`src/rv32m_pkg.sv`:
```
package rv32m_pkg;

    localparam int XLEN = 32;

    // ####################
    // Data words

    typedef logic [XLEN-1:0]   word_t;
    typedef logic [2*XLEN-1:0] dword_t;

    // Most negative signed word used as the overflow dividend
    localparam word_t INT_MIN = {1'b1, {(XLEN-1){1'b0}}};

    // ####################
    // M-extension funct3 values of the OP major opcode

    typedef enum logic [2:0] {
        f3_mul    = 3'b000,
        f3_mulh   = 3'b001,
        f3_mulhsu = 3'b010,
        f3_mulhu  = 3'b011,
        f3_div    = 3'b100,
        f3_divu   = 3'b101,
        f3_rem    = 3'b110,
        f3_remu   = 3'b111
    } muldiv_funct3_e;

endpackage : rv32m_pkg
```
`src/muldiv_cfg_pkg.sv`:
```
package muldiv_cfg_pkg;

    localparam int PHYS_REG_BITS = 6;

    typedef logic [PHYS_REG_BITS-1:0] phys_reg_t;

    // ####################
    // Unit latencies

    // 33x33 multiply split evenly over the core cycles
    localparam int MULT_CYCLES    = 4;
    localparam int MULT_STEP_BITS = (rv32m_pkg::XLEN + MULT_CYCLES) / MULT_CYCLES;

    typedef logic [$clog2(MULT_CYCLES)-1:0]        mult_cnt_t;
    typedef logic [MULT_CYCLES*MULT_STEP_BITS-1:0] mult_mplier_t;

    // One quotient bit per step
    localparam int DIV_CYCLES = 32;

    typedef logic [$clog2(DIV_CYCLES)-1:0] div_cnt_t;

    // ####################
    // Issue and writeback

    typedef struct packed {
        rv32m_pkg::muldiv_funct3_e funct3;
        phys_reg_t                 rd_tag;
    } decode_info_t;

    typedef struct packed {
        logic             valid;
        phys_reg_t        rd_tag;
        rv32m_pkg::word_t rd_v;
    } cdb_t;

endpackage : muldiv_cfg_pkg

```
`src/muldiv_cluster.sv`:
```
module muldiv_cluster (
    input  logic                         clk,
    input  logic                         rst,
    input  logic                         start,
    input  rv32m_pkg::word_t             rs1_v,
    input  rv32m_pkg::word_t             rs2_v,
    input  muldiv_cfg_pkg::decode_info_t decode_info,
    input  logic                         hold,
    input  logic                         flush,
    output logic                         mult_busy,
    output logic                         div_busy,
    output muldiv_cfg_pkg::cdb_t         cdb
);

    logic                      is_div;
    logic                      mult_start;
    logic                      div_start;
    logic                      mult_done;
    logic                      div_done;
    logic                      mult_retire;
    logic                      div_retire;
    muldiv_cfg_pkg::phys_reg_t mult_tag;
    muldiv_cfg_pkg::phys_reg_t div_tag;
    rv32m_pkg::word_t          mult_v;
    rv32m_pkg::word_t          div_v;

    // Route issue by funct3 group
    assign is_div     = decode_info.funct3 inside {rv32m_pkg::f3_div, rv32m_pkg::f3_divu,
                                                   rv32m_pkg::f3_rem, rv32m_pkg::f3_remu};
    assign mult_start = start & ~is_div;
    assign div_start  = start & is_div;

    fu_mult u_fu_mult (
        .clk         (clk),
        .rst         (rst),
        .flush       (flush),
        .start       (mult_start),
        .rs1_v       (rs1_v),
        .rs2_v       (rs2_v),
        .decode_info (decode_info),
        .retire      (mult_retire),
        .busy        (mult_busy),
        .done        (mult_done),
        .rd_tag      (mult_tag),
        .rd_v        (mult_v)
    );

    fu_div u_fu_div (
        .clk         (clk),
        .rst         (rst),
        .flush       (flush),
        .start       (div_start),
        .rs1_v       (rs1_v),
        .rs2_v       (rs2_v),
        .decode_info (decode_info),
        .retire      (div_retire),
        .busy        (div_busy),
        .done        (div_done),
        .rd_tag      (div_tag),
        .rd_v        (div_v)
    );

    muldiv_cdb_arb u_cdb_arb (
        .clk         (clk),
        .rst         (rst),
        .flush       (flush),
        .hold        (hold),
        .mult_done   (mult_done),
        .mult_tag    (mult_tag),
        .mult_v      (mult_v),
        .div_done    (div_done),
        .div_tag     (div_tag),
        .div_v       (div_v),
        .mult_retire (mult_retire),
        .div_retire  (div_retire),
        .cdb         (cdb)
    );

endmodule : muldiv_cluster

```
`src/muldiv_cdb_arb.sv`:
```
module muldiv_cdb_arb (
    input  logic                      clk,
    input  logic                      rst,
    input  logic                      flush,
    input  logic                      hold,
    input  logic                      mult_done,
    input  muldiv_cfg_pkg::phys_reg_t mult_tag,
    input  rv32m_pkg::word_t          mult_v,
    input  logic                      div_done,
    input  muldiv_cfg_pkg::phys_reg_t div_tag,
    input  rv32m_pkg::word_t          div_v,
    output logic                      mult_retire,
    output logic                      div_retire,
    output muldiv_cfg_pkg::cdb_t      cdb
);

    logic                      mult_pend;
    logic                      div_pend;
    muldiv_cfg_pkg::phys_reg_t mult_tag_q;
    muldiv_cfg_pkg::phys_reg_t div_tag_q;
    rv32m_pkg::word_t          mult_v_q;
    rv32m_pkg::word_t          div_v_q;
    logic                      mult_avail;
    logic                      div_avail;
    muldiv_cfg_pkg::cdb_t      cdb_q;

    // A result can go out in its done cycle
    assign mult_avail = mult_pend | mult_done;
    assign div_avail  = div_pend | div_done;

    // Multiplier has fixed priority
    assign mult_retire = ~hold & ~flush & mult_avail;
    assign div_retire  = ~hold & ~flush & ~mult_avail & div_avail;

    always_ff @(posedge clk) begin
        if (rst || flush) begin
            mult_pend <= 1'b0;
            div_pend  <= 1'b0;
        end else begin
            mult_pend <= mult_avail & ~mult_retire;
            div_pend  <= div_avail & ~div_retire;
        end
    end

    always_ff @(posedge clk) begin
        if (mult_done) begin
            mult_tag_q <= mult_tag;
            mult_v_q   <= mult_v;
        end
        if (div_done) begin
            div_tag_q <= div_tag;
            div_v_q   <= div_v;
        end
    end

    // ####################
    // CDB register kept while hold is high

    always_ff @(posedge clk) begin
        if (rst || flush) begin
            cdb_q.valid <= 1'b0;
        end else if (!hold) begin
            cdb_q.valid <= mult_retire | div_retire;
        end
        if (mult_retire) begin
            cdb_q.rd_tag <= mult_pend ? mult_tag_q : mult_tag;
            cdb_q.rd_v   <= mult_pend ? mult_v_q : mult_v;
        end else if (div_retire) begin
            cdb_q.rd_tag <= div_pend ? div_tag_q : div_tag;
            cdb_q.rd_v   <= div_pend ? div_v_q : div_v;
        end
    end

    always_comb begin
        cdb       = cdb_q;
        cdb.valid = cdb_q.valid & ~hold & ~flush;
    end

endmodule : muldiv_cdb_arb

```
`src/fu_div.sv`:
```
module fu_div (
    input  logic                         clk,
    input  logic                         rst,
    input  logic                         flush,
    input  logic                         start,
    input  rv32m_pkg::word_t             rs1_v,
    input  rv32m_pkg::word_t             rs2_v,
    input  muldiv_cfg_pkg::decode_info_t decode_info,
    input  logic                         retire,
    output logic                         busy,
    output logic                         done,
    output muldiv_cfg_pkg::phys_reg_t    rd_tag,
    output rv32m_pkg::word_t             rd_v
);

    muldiv_cfg_pkg::decode_info_t info_q;
    logic                         is_signed;
    logic                         is_rem;
    logic                         div_by_zero;
    logic                         overflow;
    rv32m_pkg::word_t             a_mag;
    rv32m_pkg::word_t             b_mag;
    rv32m_pkg::word_t             a_mag_q;
    rv32m_pkg::word_t             b_mag_q;
    logic                         q_neg_q;
    logic                         r_neg_q;
    logic                         special_q;
    rv32m_pkg::word_t             spec_v_q;
    logic                         issued_q;
    logic                         special_done_q;
    logic                         core_complete;
    logic                         complete_q;
    rv32m_pkg::word_t             core_quot;
    rv32m_pkg::word_t             core_rem;
    rv32m_pkg::word_t             quot_fix;
    rv32m_pkg::word_t             rem_fix;

    // ####################
    // Operand conditioning

    assign is_signed = decode_info.funct3 inside {rv32m_pkg::f3_div, rv32m_pkg::f3_rem};
    assign is_rem    = decode_info.funct3 inside {rv32m_pkg::f3_rem, rv32m_pkg::f3_remu};

    assign div_by_zero = rs2_v == '0;
    assign overflow    = is_signed && rs1_v == rv32m_pkg::INT_MIN && rs2_v == '1;

    assign a_mag = (is_signed && rs1_v[rv32m_pkg::XLEN-1]) ? -rs1_v : rs1_v;
    assign b_mag = (is_signed && rs2_v[rv32m_pkg::XLEN-1]) ? -rs2_v : rs2_v;

    always_ff @(posedge clk) begin
        if (start) begin
            info_q    <= decode_info;
            a_mag_q   <= a_mag;
            b_mag_q   <= b_mag;
            q_neg_q   <= is_signed & (rs1_v[rv32m_pkg::XLEN-1] ^ rs2_v[rv32m_pkg::XLEN-1]);
            r_neg_q   <= is_signed & rs1_v[rv32m_pkg::XLEN-1];
            special_q <= div_by_zero | overflow;
            // Divide by zero gives all ones or the dividend
            // Overflow gives the dividend or zero
            if (div_by_zero) begin
                spec_v_q <= is_rem ? rs1_v : '1;
            end else begin
                spec_v_q <= is_rem ? '0 : rs1_v;
            end
        end
    end

    seq_div u_seq_div (
        .clk       (clk),
        .rst       (rst),
        .flush     (flush),
        .start     (issued_q & ~special_q),
        .dividend  (a_mag_q),
        .divisor   (b_mag_q),
        .complete  (core_complete),
        .quotient  (core_quot),
        .remainder (core_rem)
    );

    // ####################
    // Control and result

    always_ff @(posedge clk) begin
        if (rst || flush) begin
            busy           <= 1'b0;
            issued_q       <= 1'b0;
            special_done_q <= 1'b0;
            complete_q     <= 1'b0;
        end else begin
            issued_q       <= start;
            special_done_q <= issued_q & special_q;
            complete_q     <= core_complete;
            if (start) begin
                busy <= 1'b1;
            end else if (retire) begin
                busy <= 1'b0;
            end
        end
    end

    // Corner cases bypass the core
    assign done = special_done_q | (core_complete & ~complete_q);

    assign quot_fix = q_neg_q ? -core_quot : core_quot;
    assign rem_fix  = r_neg_q ? -core_rem : core_rem;

    assign rd_tag = info_q.rd_tag;

    always_comb begin
        if (special_q) begin
            rd_v = spec_v_q;
        end else if (info_q.funct3 inside {rv32m_pkg::f3_rem, rv32m_pkg::f3_remu}) begin
            rd_v = rem_fix;
        end else begin
            rd_v = quot_fix;
        end
    end

endmodule : fu_div

```
`src/seq_div.sv`:
```
module seq_div (
    input  logic             clk,
    input  logic             rst,
    input  logic             flush,
    input  logic             start,
    input  rv32m_pkg::word_t dividend,
    input  rv32m_pkg::word_t divisor,
    output logic             complete,
    output rv32m_pkg::word_t quotient,
    output rv32m_pkg::word_t remainder
);

    rv32m_pkg::word_t         rem_q;
    rv32m_pkg::word_t         quot_q;
    rv32m_pkg::word_t         divisor_q;
    muldiv_cfg_pkg::div_cnt_t cnt_q;
    logic                     running_q;
    logic                     last_step;
    logic [rv32m_pkg::XLEN:0] shifted;
    logic [rv32m_pkg::XLEN:0] diff;

    // Next dividend bit shifted into the partial remainder
    assign shifted = {rem_q, quot_q[rv32m_pkg::XLEN-1]};
    // MSB set means the trial subtract borrowed
    assign diff    = shifted - {1'b0, divisor_q};

    assign last_step = cnt_q == muldiv_cfg_pkg::div_cnt_t'(muldiv_cfg_pkg::DIV_CYCLES - 1);

    always_ff @(posedge clk) begin
        if (rst || flush) begin
            running_q <= 1'b0;
            complete  <= 1'b0;
            cnt_q     <= '0;
        end else if (start) begin
            running_q <= 1'b1;
            complete  <= 1'b0;
            cnt_q     <= '0;
        end else if (running_q) begin
            cnt_q <= cnt_q + 1'b1;
            if (last_step) begin
                running_q <= 1'b0;
                complete  <= 1'b1;
            end
        end
    end

    always_ff @(posedge clk) begin
        if (start) begin
            rem_q     <= '0;
            quot_q    <= dividend;
            divisor_q <= divisor;
        end else if (running_q) begin
            if (diff[rv32m_pkg::XLEN]) begin
                rem_q <= shifted[rv32m_pkg::XLEN-1:0];
            end else begin
                rem_q <= diff[rv32m_pkg::XLEN-1:0];
            end
            quot_q <= {quot_q[rv32m_pkg::XLEN-2:0], ~diff[rv32m_pkg::XLEN]};
        end
    end

    assign quotient  = quot_q;
    assign remainder = rem_q;

endmodule : seq_div

```
`src/fu_mult.sv`:
```
module fu_mult (
    input  logic                         clk,
    input  logic                         rst,
    input  logic                         flush,
    input  logic                         start,
    input  rv32m_pkg::word_t             rs1_v,
    input  rv32m_pkg::word_t             rs2_v,
    input  muldiv_cfg_pkg::decode_info_t decode_info,
    input  logic                         retire,
    output logic                         busy,
    output logic                         done,
    output muldiv_cfg_pkg::phys_reg_t    rd_tag,
    output rv32m_pkg::word_t             rd_v
);

    muldiv_cfg_pkg::decode_info_t info_q;
    logic                         a_signed;
    logic                         b_signed;
    logic [rv32m_pkg::XLEN:0]     a_ext;
    logic [rv32m_pkg::XLEN:0]     b_ext;
    logic                         core_complete;
    logic                         complete_q;
    rv32m_pkg::dword_t            product;

    // ####################
    // Operand extension

    assign a_signed = decode_info.funct3 inside {rv32m_pkg::f3_mul, rv32m_pkg::f3_mulh,
                                                 rv32m_pkg::f3_mulhsu};
    assign b_signed = decode_info.funct3 inside {rv32m_pkg::f3_mul, rv32m_pkg::f3_mulh};

    assign a_ext = {a_signed & rs1_v[rv32m_pkg::XLEN-1], rs1_v};
    assign b_ext = {b_signed & rs2_v[rv32m_pkg::XLEN-1], rs2_v};

    seq_mult u_seq_mult (
        .clk      (clk),
        .rst      (rst),
        .flush    (flush),
        .start    (start),
        .a        (a_ext),
        .b        (b_ext),
        .complete (core_complete),
        .product  (product)
    );

    // ####################
    // Control

    always_ff @(posedge clk) begin
        if (rst || flush) begin
            busy       <= 1'b0;
            complete_q <= 1'b0;
        end else begin
            complete_q <= core_complete;
            if (start) begin
                busy <= 1'b1;
            end else if (retire) begin
                busy <= 1'b0;
            end
        end
    end

    always_ff @(posedge clk) begin
        if (start) begin
            info_q <= decode_info;
        end
    end

    // Rising edge of complete
    assign done = core_complete & ~complete_q;

    assign rd_tag = info_q.rd_tag;
    assign rd_v   = (info_q.funct3 == rv32m_pkg::f3_mul) ? product[rv32m_pkg::XLEN-1:0]
                                                         : product[2*rv32m_pkg::XLEN-1:rv32m_pkg::XLEN];

endmodule : fu_mult

```
`src/seq_mult.sv`:
```
module seq_mult (
    input  logic                     clk,
    input  logic                     rst,
    input  logic                     flush,
    input  logic                     start,
    input  logic [rv32m_pkg::XLEN:0] a,
    input  logic [rv32m_pkg::XLEN:0] b,
    output logic                     complete,
    output rv32m_pkg::dword_t        product
);

    rv32m_pkg::dword_t            acc_q;
    rv32m_pkg::dword_t            mcand_q;
    muldiv_cfg_pkg::mult_mplier_t mplier_q;
    muldiv_cfg_pkg::mult_cnt_t    cnt_q;
    logic                         running_q;
    logic                         last_step;
    rv32m_pkg::dword_t            step_sum;

    assign last_step = cnt_q == muldiv_cfg_pkg::mult_cnt_t'(muldiv_cfg_pkg::MULT_CYCLES - 1);

    // Partial products of one multiplier chunk
    // Top bit of the sign-extended multiplier carries negative weight
    always_comb begin
        step_sum = acc_q;
        for (int j = 0; j < muldiv_cfg_pkg::MULT_STEP_BITS; j++) begin
            if (mplier_q[j]) begin
                if (last_step && j == muldiv_cfg_pkg::MULT_STEP_BITS - 1) begin
                    step_sum = step_sum - (mcand_q << j);
                end else begin
                    step_sum = step_sum + (mcand_q << j);
                end
            end
        end
    end

    always_ff @(posedge clk) begin
        if (rst || flush) begin
            running_q <= 1'b0;
            complete  <= 1'b0;
            cnt_q     <= '0;
        end else if (start) begin
            running_q <= 1'b1;
            complete  <= 1'b0;
            cnt_q     <= '0;
        end else if (running_q) begin
            cnt_q <= cnt_q + 1'b1;
            if (last_step) begin
                running_q <= 1'b0;
                complete  <= 1'b1;
            end
        end
    end

    always_ff @(posedge clk) begin
        if (start) begin
            acc_q    <= '0;
            mcand_q  <= rv32m_pkg::dword_t'($signed(a));
            mplier_q <= muldiv_cfg_pkg::mult_mplier_t'($signed(b));
        end else if (running_q) begin
            acc_q    <= step_sum;
            mcand_q  <= mcand_q << muldiv_cfg_pkg::MULT_STEP_BITS;
            mplier_q <= mplier_q >> muldiv_cfg_pkg::MULT_STEP_BITS;
        end
    end

    assign product = acc_q;

endmodule : seq_mult

```
`config.mk`:
```
export PLATFORM = sky130hd
export DESIGN_NAME = muldiv_cluster
export DESIGN_NICKNAME = d
export VERILOG_FILES = /design/src/rv32m_pkg.sv /design/src/muldiv_cfg_pkg.sv /design/src/muldiv_cluster.sv /design/src/muldiv_cdb_arb.sv /design/src/fu_div.sv /design/src/seq_div.sv /design/src/fu_mult.sv /design/src/seq_mult.sv
export SDC_FILE = /design/constraint.sdc
export NUM_CORES = 2
export LEC_CHECK = 0
export ABC_CLOCK_PERIOD_IN_PS = 17650
export BUFFER_PORTS_ARGS = -buffer_cell sky130_fd_sc_hd__buf_2
export CAP_MARGIN = 20
export CORE_ASPECT_RATIO = 0.8
export CORE_MARGIN = 5
export CORE_UTILIZATION = 50
export DETAILED_ROUTE_END_ITERATION = 10
export PLACE_DENSITY = 0.65
export SYNTH_ARGS = -nofsm -noshare
export SYNTH_HDL_FRONTEND = slang
export SYNTH_SLANG_ARGS = --single-unit
```
`constraint.sdc`:
```
create_clock -name clk -period 17.65 [get_ports clk]
set_input_delay 5.295 -clock clk [delete_from_list [all_inputs] [get_ports clk]]
set_output_delay 5.295 -clock clk [all_outputs]
set_load 0.02 [all_outputs]
```
## Word level (Yosys, flattened, before mapping)

Index checks and enable logic that the tools add are counted.

- Output and inout bits: 41
- Register bits after elaboration: 511
- Bits of input ports: 78
- Logic and storage cells: 166

- Bitwise operators: 34
- Multiplexer cells: 43
- Reductions and logical operators: 23
- Add/subtract/negate cells: 17
- Equal/unequal tests: 12

Operators with widths:

| cell | number |
|---|---|
| 64-bit two-way mux | 12 |
| 64-bit adder | 9 |
| 32-bit two-way mux | 15 |
| 32-bit negation | 4 |
| 38-bit two-way mux | 2 |
| 36-bit two-way mux | 2 |
| 32-bit equality test (second input constant) | 2 |
| 64-bit subtractor | 1 |
| 33-bit by 32-bit subtractor with 33-bit output | 1 |
| 32-bit logical NOT | 1 |
| 1-bit bitwise AND | 18 |
| 3-bit equality test (second input constant) | 6 |
| 2-bit nonzero test | 9 |
| 6-bit two-way mux | 2 |
| 1-bit two-way mux | 10 |
| 1-bit NOT | 10 |
| 3-bit logical NOT | 2 |
| 5-bit by 1-bit adder with 5-bit output (second input constant) | 1 |
| 5-bit equality test (second input constant) | 1 |
| 1-bit OR | 5 |
| 1-bit logical AND | 4 |
| 2-bit AND reduction | 2 |
| 4-bit nonzero test | 1 |
| 2-bit OR reduction | 2 |
| 7 further kinds | 7 |

## Logic depth before layout (Yosys ltp)

- Depth after elaboration: 19
- Gate-level depth with buffers: 103
- Mapped depth without buffers: 102

## Modules after synthesis

Synthesis repeated with hierarchy kept, for this count alone.

- Cells, all modules: 7,630
- Area, all modules: 62,333.5 µm²

Modules (own cells, without submodules):

| module | area an instance (µm²) | cells each | times used |
|---|---|---|---|
| seq_mult | 43,366.6 | 6,003 | 1 |
| fu_div | 7,248.2 | 706 | 1 |
| seq_div | 5,823.1 | 561 | 1 |
| muldiv_cdb_arb | 5,064.9 | 297 | 1 |
| fu_mult | 814.5 | 61 | 1 |
| muldiv_cluster | 16.3 | 2 | 1 |

## Worst setup path after synthesis

No wires, ideal clock.

- Path kind: flip-flop to flip-flop
- From: reg u_fu_mult.u_seq_mult.mcand_q[1]
- To: reg u_fu_mult.u_seq_mult.acc_q[63], in the netlist u_fu_mult.u_seq_mult.product[63]
- Arrival time: 17.297 ns
- Clock period less this slack: 17.429 ns
- Required time: 17.517 ns
- Library setup time: 0.133 ns
- Buffers on the path: 1
- Stages on the path, launching flop included: 93
- Slack: 0.221 ns
- Path through: edfxtp_1 inv_1 fa_1 nor2b_1 o21ai_0 a21boi_2 o31ai_1 o21a_1 xnor2_1 mux2_2 ha_1 a2111oi_0 a21oi_1 or2_2 a31oi_1 xnor2_1 mux2_2 ha_1 [... 57 more ...] o21a_1 ha_1 inv_1 nor3_1 and3_1 inv_1 or4_1 o211ai_1 a211oi_1 o21ai_0 a41o_1 nor4_1 o31ai_1 xnor2_1 nand2_1 xnor2_1 xnor2_1 a21oi_1

- Longest elaborated chain between the ends: 19

RTL lines:

| what | line | RTL |
|---|---|---|
| start, declared | seq_mult.sv:13 | `rv32m_pkg::dword_t mcand_q;` |
| start signal, assigned | seq_mult.sv:58 | `mcand_q <= rv32m_pkg::dword_t'($signed(a));` |
| start signal, assigned | seq_mult.sv:62 | `mcand_q <= mcand_q << muldiv_cfg_pkg::MULT_STEP_BITS;` |
| 64-bit adder | seq_mult.sv:31 | `step_sum = step_sum + (mcand_q << j);` |
| 64-bit two-way mux | seq_mult.sv:27 | `if (mplier_q[j]) begin` |
| 64-bit adder | seq_mult.sv:31 |  |
| 64-bit two-way mux | seq_mult.sv:27 |  |
| 64-bit adder | seq_mult.sv:31 |  |
| 64-bit two-way mux | seq_mult.sv:27 |  |
| 64-bit adder | seq_mult.sv:31 |  |
| 64-bit two-way mux | seq_mult.sv:27 |  |
| [... 3 more ...] | n/a |  |
| 64-bit two-way mux | seq_mult.sv:27 |  |
| 64-bit adder | seq_mult.sv:31 |  |
| 64-bit two-way mux | seq_mult.sv:27 |  |
| 64-bit adder | seq_mult.sv:31 |  |
| 64-bit two-way mux | seq_mult.sv:27 |  |
| 64-bit adder / 64-bit subtractor (equally long branches) | seq_mult.sv:31, seq_mult.sv:29 |  |
| 64-bit two-way mux | seq_mult.sv:28 | `if (last_step && j == muldiv_cfg_pkg::MULT_STEP_BITS - 1) begin` |
| 64-bit two-way mux * | seq_mult.sv:27 |  |
| end signal, assigned | seq_mult.sv:61 | `acc_q <= step_sum;` |
| end, declared | seq_mult.sv:12 | `rv32m_pkg::dword_t acc_q;` |

Mark *: on every way between the ends. The rest lies on a longest branch, timed or not.
A chain may end at the register's enable or synchronous reset.

## Worst setup path after layout

- From: reg u_fu_mult.u_seq_mult.mcand_q[0]
- To: reg u_fu_mult.u_seq_mult.acc_q[63], in the netlist u_fu_mult.u_seq_mult.product[63]

The elaborated chain is that of the path after synthesis.

==> metrics.cfg <==
[placement]
dpl.hpwl_mm = 225
portBuffers = 118
gp_congestion = 1.09

[clock_tree]
clk_pin_slew_ps = 70
cts-buffers-inserted = 53
cts_sinks = 507
tritoncts = yes
cts_max_path_buffers = 3
root_buffer = clkbuf_16
htree_levels = 2
clk_latency_ps = 680

[timing]
setup-violations-final = 0
hold_viol = 0
maxSlewViolCount = 0
finalCriticalPeriod_ps = 17580
finalSetupTns_ps = 0
max_freq_ghz = 0.0569
tightest_slew_ps = 1160
post-route-period-util_pct = 99.6
rsz0062_at_grt = true
slew_headroom_pct = 22.2
finClkSkew_ps = 77.7

[synth]
netlist_instances = 7737
synth_seq_cells = 507
yosys-top-cells-area = edfxtp_1 (19%), ha_1 (12%), xnor2_1 (6.1%)
async_flop_share_pct = 0
synthFlopType = edfxtp_1
synth-edff-count = 391
synth_cell_types = 107
syn_area_sq_um = 61400
ys_seq_area_share_pct = 22.9
syn_nets = 8409
avgSynthCellArea_sq_um = 7.93
yosysTopAreaCellShare_pct = 19.1
synth_top_area_cell = edfxtp_1
ys_warn_count = 0

[worst_setup_path]
slowest_delay_ps = 460
cp_max_fo = 4
end_kind = flop
cpMaxStageDelayCell = or4_1
required_ps = 18190
crit_top_cell = a21oi_2
rrSetupSlack_ps = 70
cp_data_arrival_time_ps = 18130
worstSetupPathType = flop to flop
worst_setup_path_start_kind = flop

[global_route]
grt_max_degree = 74
grt_pass1_wl_mm = 403
grt_pass1_vias = 63500
grt-ovfl-total = 0
track_usage_pct = 40.6
antenna_found_initial = 12

[drt]
drc = 0
via_per_inst = 6.23
post_drt_wl_per_cell_microns = 25.3
ant_nets = 0
drtIter0Drc = 8848
first_pass_iters = 7
routed_wl_mm = 286
vias = 70300

[floorplan]
start_util_pct = 50.1
dieArea_sq_um = 130000
rows = 115
core_sq_um = 122000
boundaryPins = 119
die_width_microns = 402
die_h_microns = 323

[cells_and_area]
seq_area_sq_um = 14100
fill_cells = 9976
drive_gt1_share_pct = 34.6
syn_to_final_growth_pct = 38.8
multi_input_area_sq_um = 49700
layout.nets = 10300

[flow_run]
drv_cap = 0

[min_path]
hold_class = flop to flop

[run_status]
status = finished clean

per-layer routing:
layer  share of wire [%]  vias to the layer above  GRT usage, %
li1                    -                    32200             -
met1                  44                    33600          61.0
met2                  37                     4001          52.8
met3                  16                      477          17.3
met4                 2.8                       14          9.46
met5                0.11                        -         0.644
timing repair:
action | in CTS | in global routing
resized for setup | 205 | 901
endpoints found under the setup margin | 16 | 25
hold buffers | 0 | 0
setup buffers | 34 | 163
pin swaps | 55 | 481
stage by stage:
stage	worst slack, ps	utilization, %	instances	cell area, sq um	hold slack [ps]
after global placement	-1660	62.5	11000	76600	401
final	66.8	69.6	11300	85200	414
after CTS	-17.2	65.0	11100	79600	418
after floorplan	221	-	7737	61400	400
after detailed placement	-1190	62.5	11000	76600	405
after global routing	-762	69.6	11300	85200	426
sequential cells by signal (all words and copies together), names as in the netlist, 2 cells and up:
| signal | flops |
|---|---|
| u_cdb_arb.mult_tag_q | 6 |
| u_fu_mult.info_q | 3 |
| u_fu_div.u_seq_div.cnt_q | 5 |
| u_fu_mult.u_seq_mult.product | 64 |
| u_fu_div.a_mag_q | 32 |
| u_fu_mult.u_seq_mult.mcand_q | 64 |
| u_fu_div.u_seq_div.remainder | 32 |
| u_cdb_arb.cdb | 38 |
| u_fu_mult.u_seq_mult.cnt_q | 2 |
| u_fu_div.spec_v_q | 32 |
| u_cdb_arb.div_tag_q | 6 |
| u_fu_mult.rd_tag | 6 |
| u_cdb_arb.div_v_q | 32 |
| u_fu_div.rd_tag | 6 |
| u_fu_div.u_seq_div.divisor_q | 32 |
| u_fu_div.b_mag_q | 32 |
| u_fu_div.u_seq_div.quotient | 32 |
| u_fu_mult.u_seq_mult.mplier_q | 33 |
| u_fu_div.info_q | 2 |
| u_cdb_arb.mult_v_q | 32 |
worst max-delay path: cells and delay by family (launching register included):
kind                       cells  cell delay, ps
adders and majority gates     10            2630
DFF                            1             360
AOI/OAI and AO/OA             44            7120
muxes                          3             890
xor gates and xnor gates       9            1520
buffers and inverters          9             890
and+or+nand+nor               28            4040
synth_stat cells (all sizes together), types with 18 or more instances:
master,instances
nand2,905
a21oi,738
ha,584
nor2,571
o21ai,544
xnor2,426
edfxtp,391
a21o,353
inv,313
clkbuf,304
xor2,238
mux2,220
o21a,146
nor3,135
nand3,117
dfxtp,116
nand4,115
o31ai,115
nand2b,110
nor2b,106
o21bai,103
a31oi,90
mux2i,87
o211ai,84
a211oi,75
buf,69
and2,65
and3,46
or3,42
a221oi,38
nor4,38
a21boi,36
or4,31
or2,28
o41ai,25
o221ai,22
and4,21
o31a,19
a221o,18
a41oi,18
cells by family (layout without fill, tap and decap cells):
kind of cell	count (synthesis)	after routing	synth area share (%)
buf+inv	687	2593	4.45
simple gates	2378	2378	18.1
mux	307	307	5.45
other cells	0	2	0
compound gates	2599	2599	27.4
xor+xnor	665	665	9.54
fa+ha+maj	594	594	12.2
flops	507	507	22.9
cell type report:
class                           instances  share of cell area (%)
Antenna cell                            2                 0.00587
Clock buffer                           63                    1.61
Clock inverter                         37                   0.639
Inverter                              314                    1.39
Multi-Input combinational cell       6543                    58.3
Sequential cell                       507                    16.5
Tap cell                             1638                    2.41
Timing Repair Buffer                 2179                    19.1
path summary, 6_finish.rpt:
path,startpoint,endpoint,depth (start not counted)
setup / recovery,u_fu_mult.u_seq_mult.mcand_q[0]$_SDFFCE_PN0P_,u_fu_mult.u_seq_mult.product[63]$_SDFFE_PP0P_,103
hold / removal,u_fu_div.b_mag_q[31]$_DFFE_PP_,u_fu_div.u_seq_div.divisor_q[31]$_DFFE_PP_,0
setup reg to reg,u_fu_mult.u_seq_mult.mcand_q[0]$_SDFFCE_PN0P_,u_fu_mult.u_seq_mult.product[63]$_SDFFE_PP0P_,103
hold reg to reg,u_fu_div.b_mag_q[31]$_DFFE_PP_,u_fu_div.u_seq_div.divisor_q[31]$_DFFE_PP_,0
cells in the final DEF, fill, tap and decap left out, types with 97 or more instances in the layout:
cell type	synthesis	layout
buf_4	38	2013
nand2_1	905	874
a21oi_1	735	551
nor2_1	571	536
ha_1	584	440
xnor2_1	425	404
edfxtp_1	391	391
o21ai_0	524	385
a21o_1	353	352
inv_1	312	285
xor2_1	238	232
mux2_2	220	168
a21oi_2	2	162
o21a_1	146	140
ha_4	0	128
buf_2	6	118
nand4_1	115	115
dfxtp_1	116	112
nand2b_1	110	107
nand3_1	117	103
nor3_1	134	102
o21bai_1	103	97
nor2b_1	106	97
Power is not shown: default switching activity piles up to over one toggle a cycle in this logic, so the estimate is an artifact.
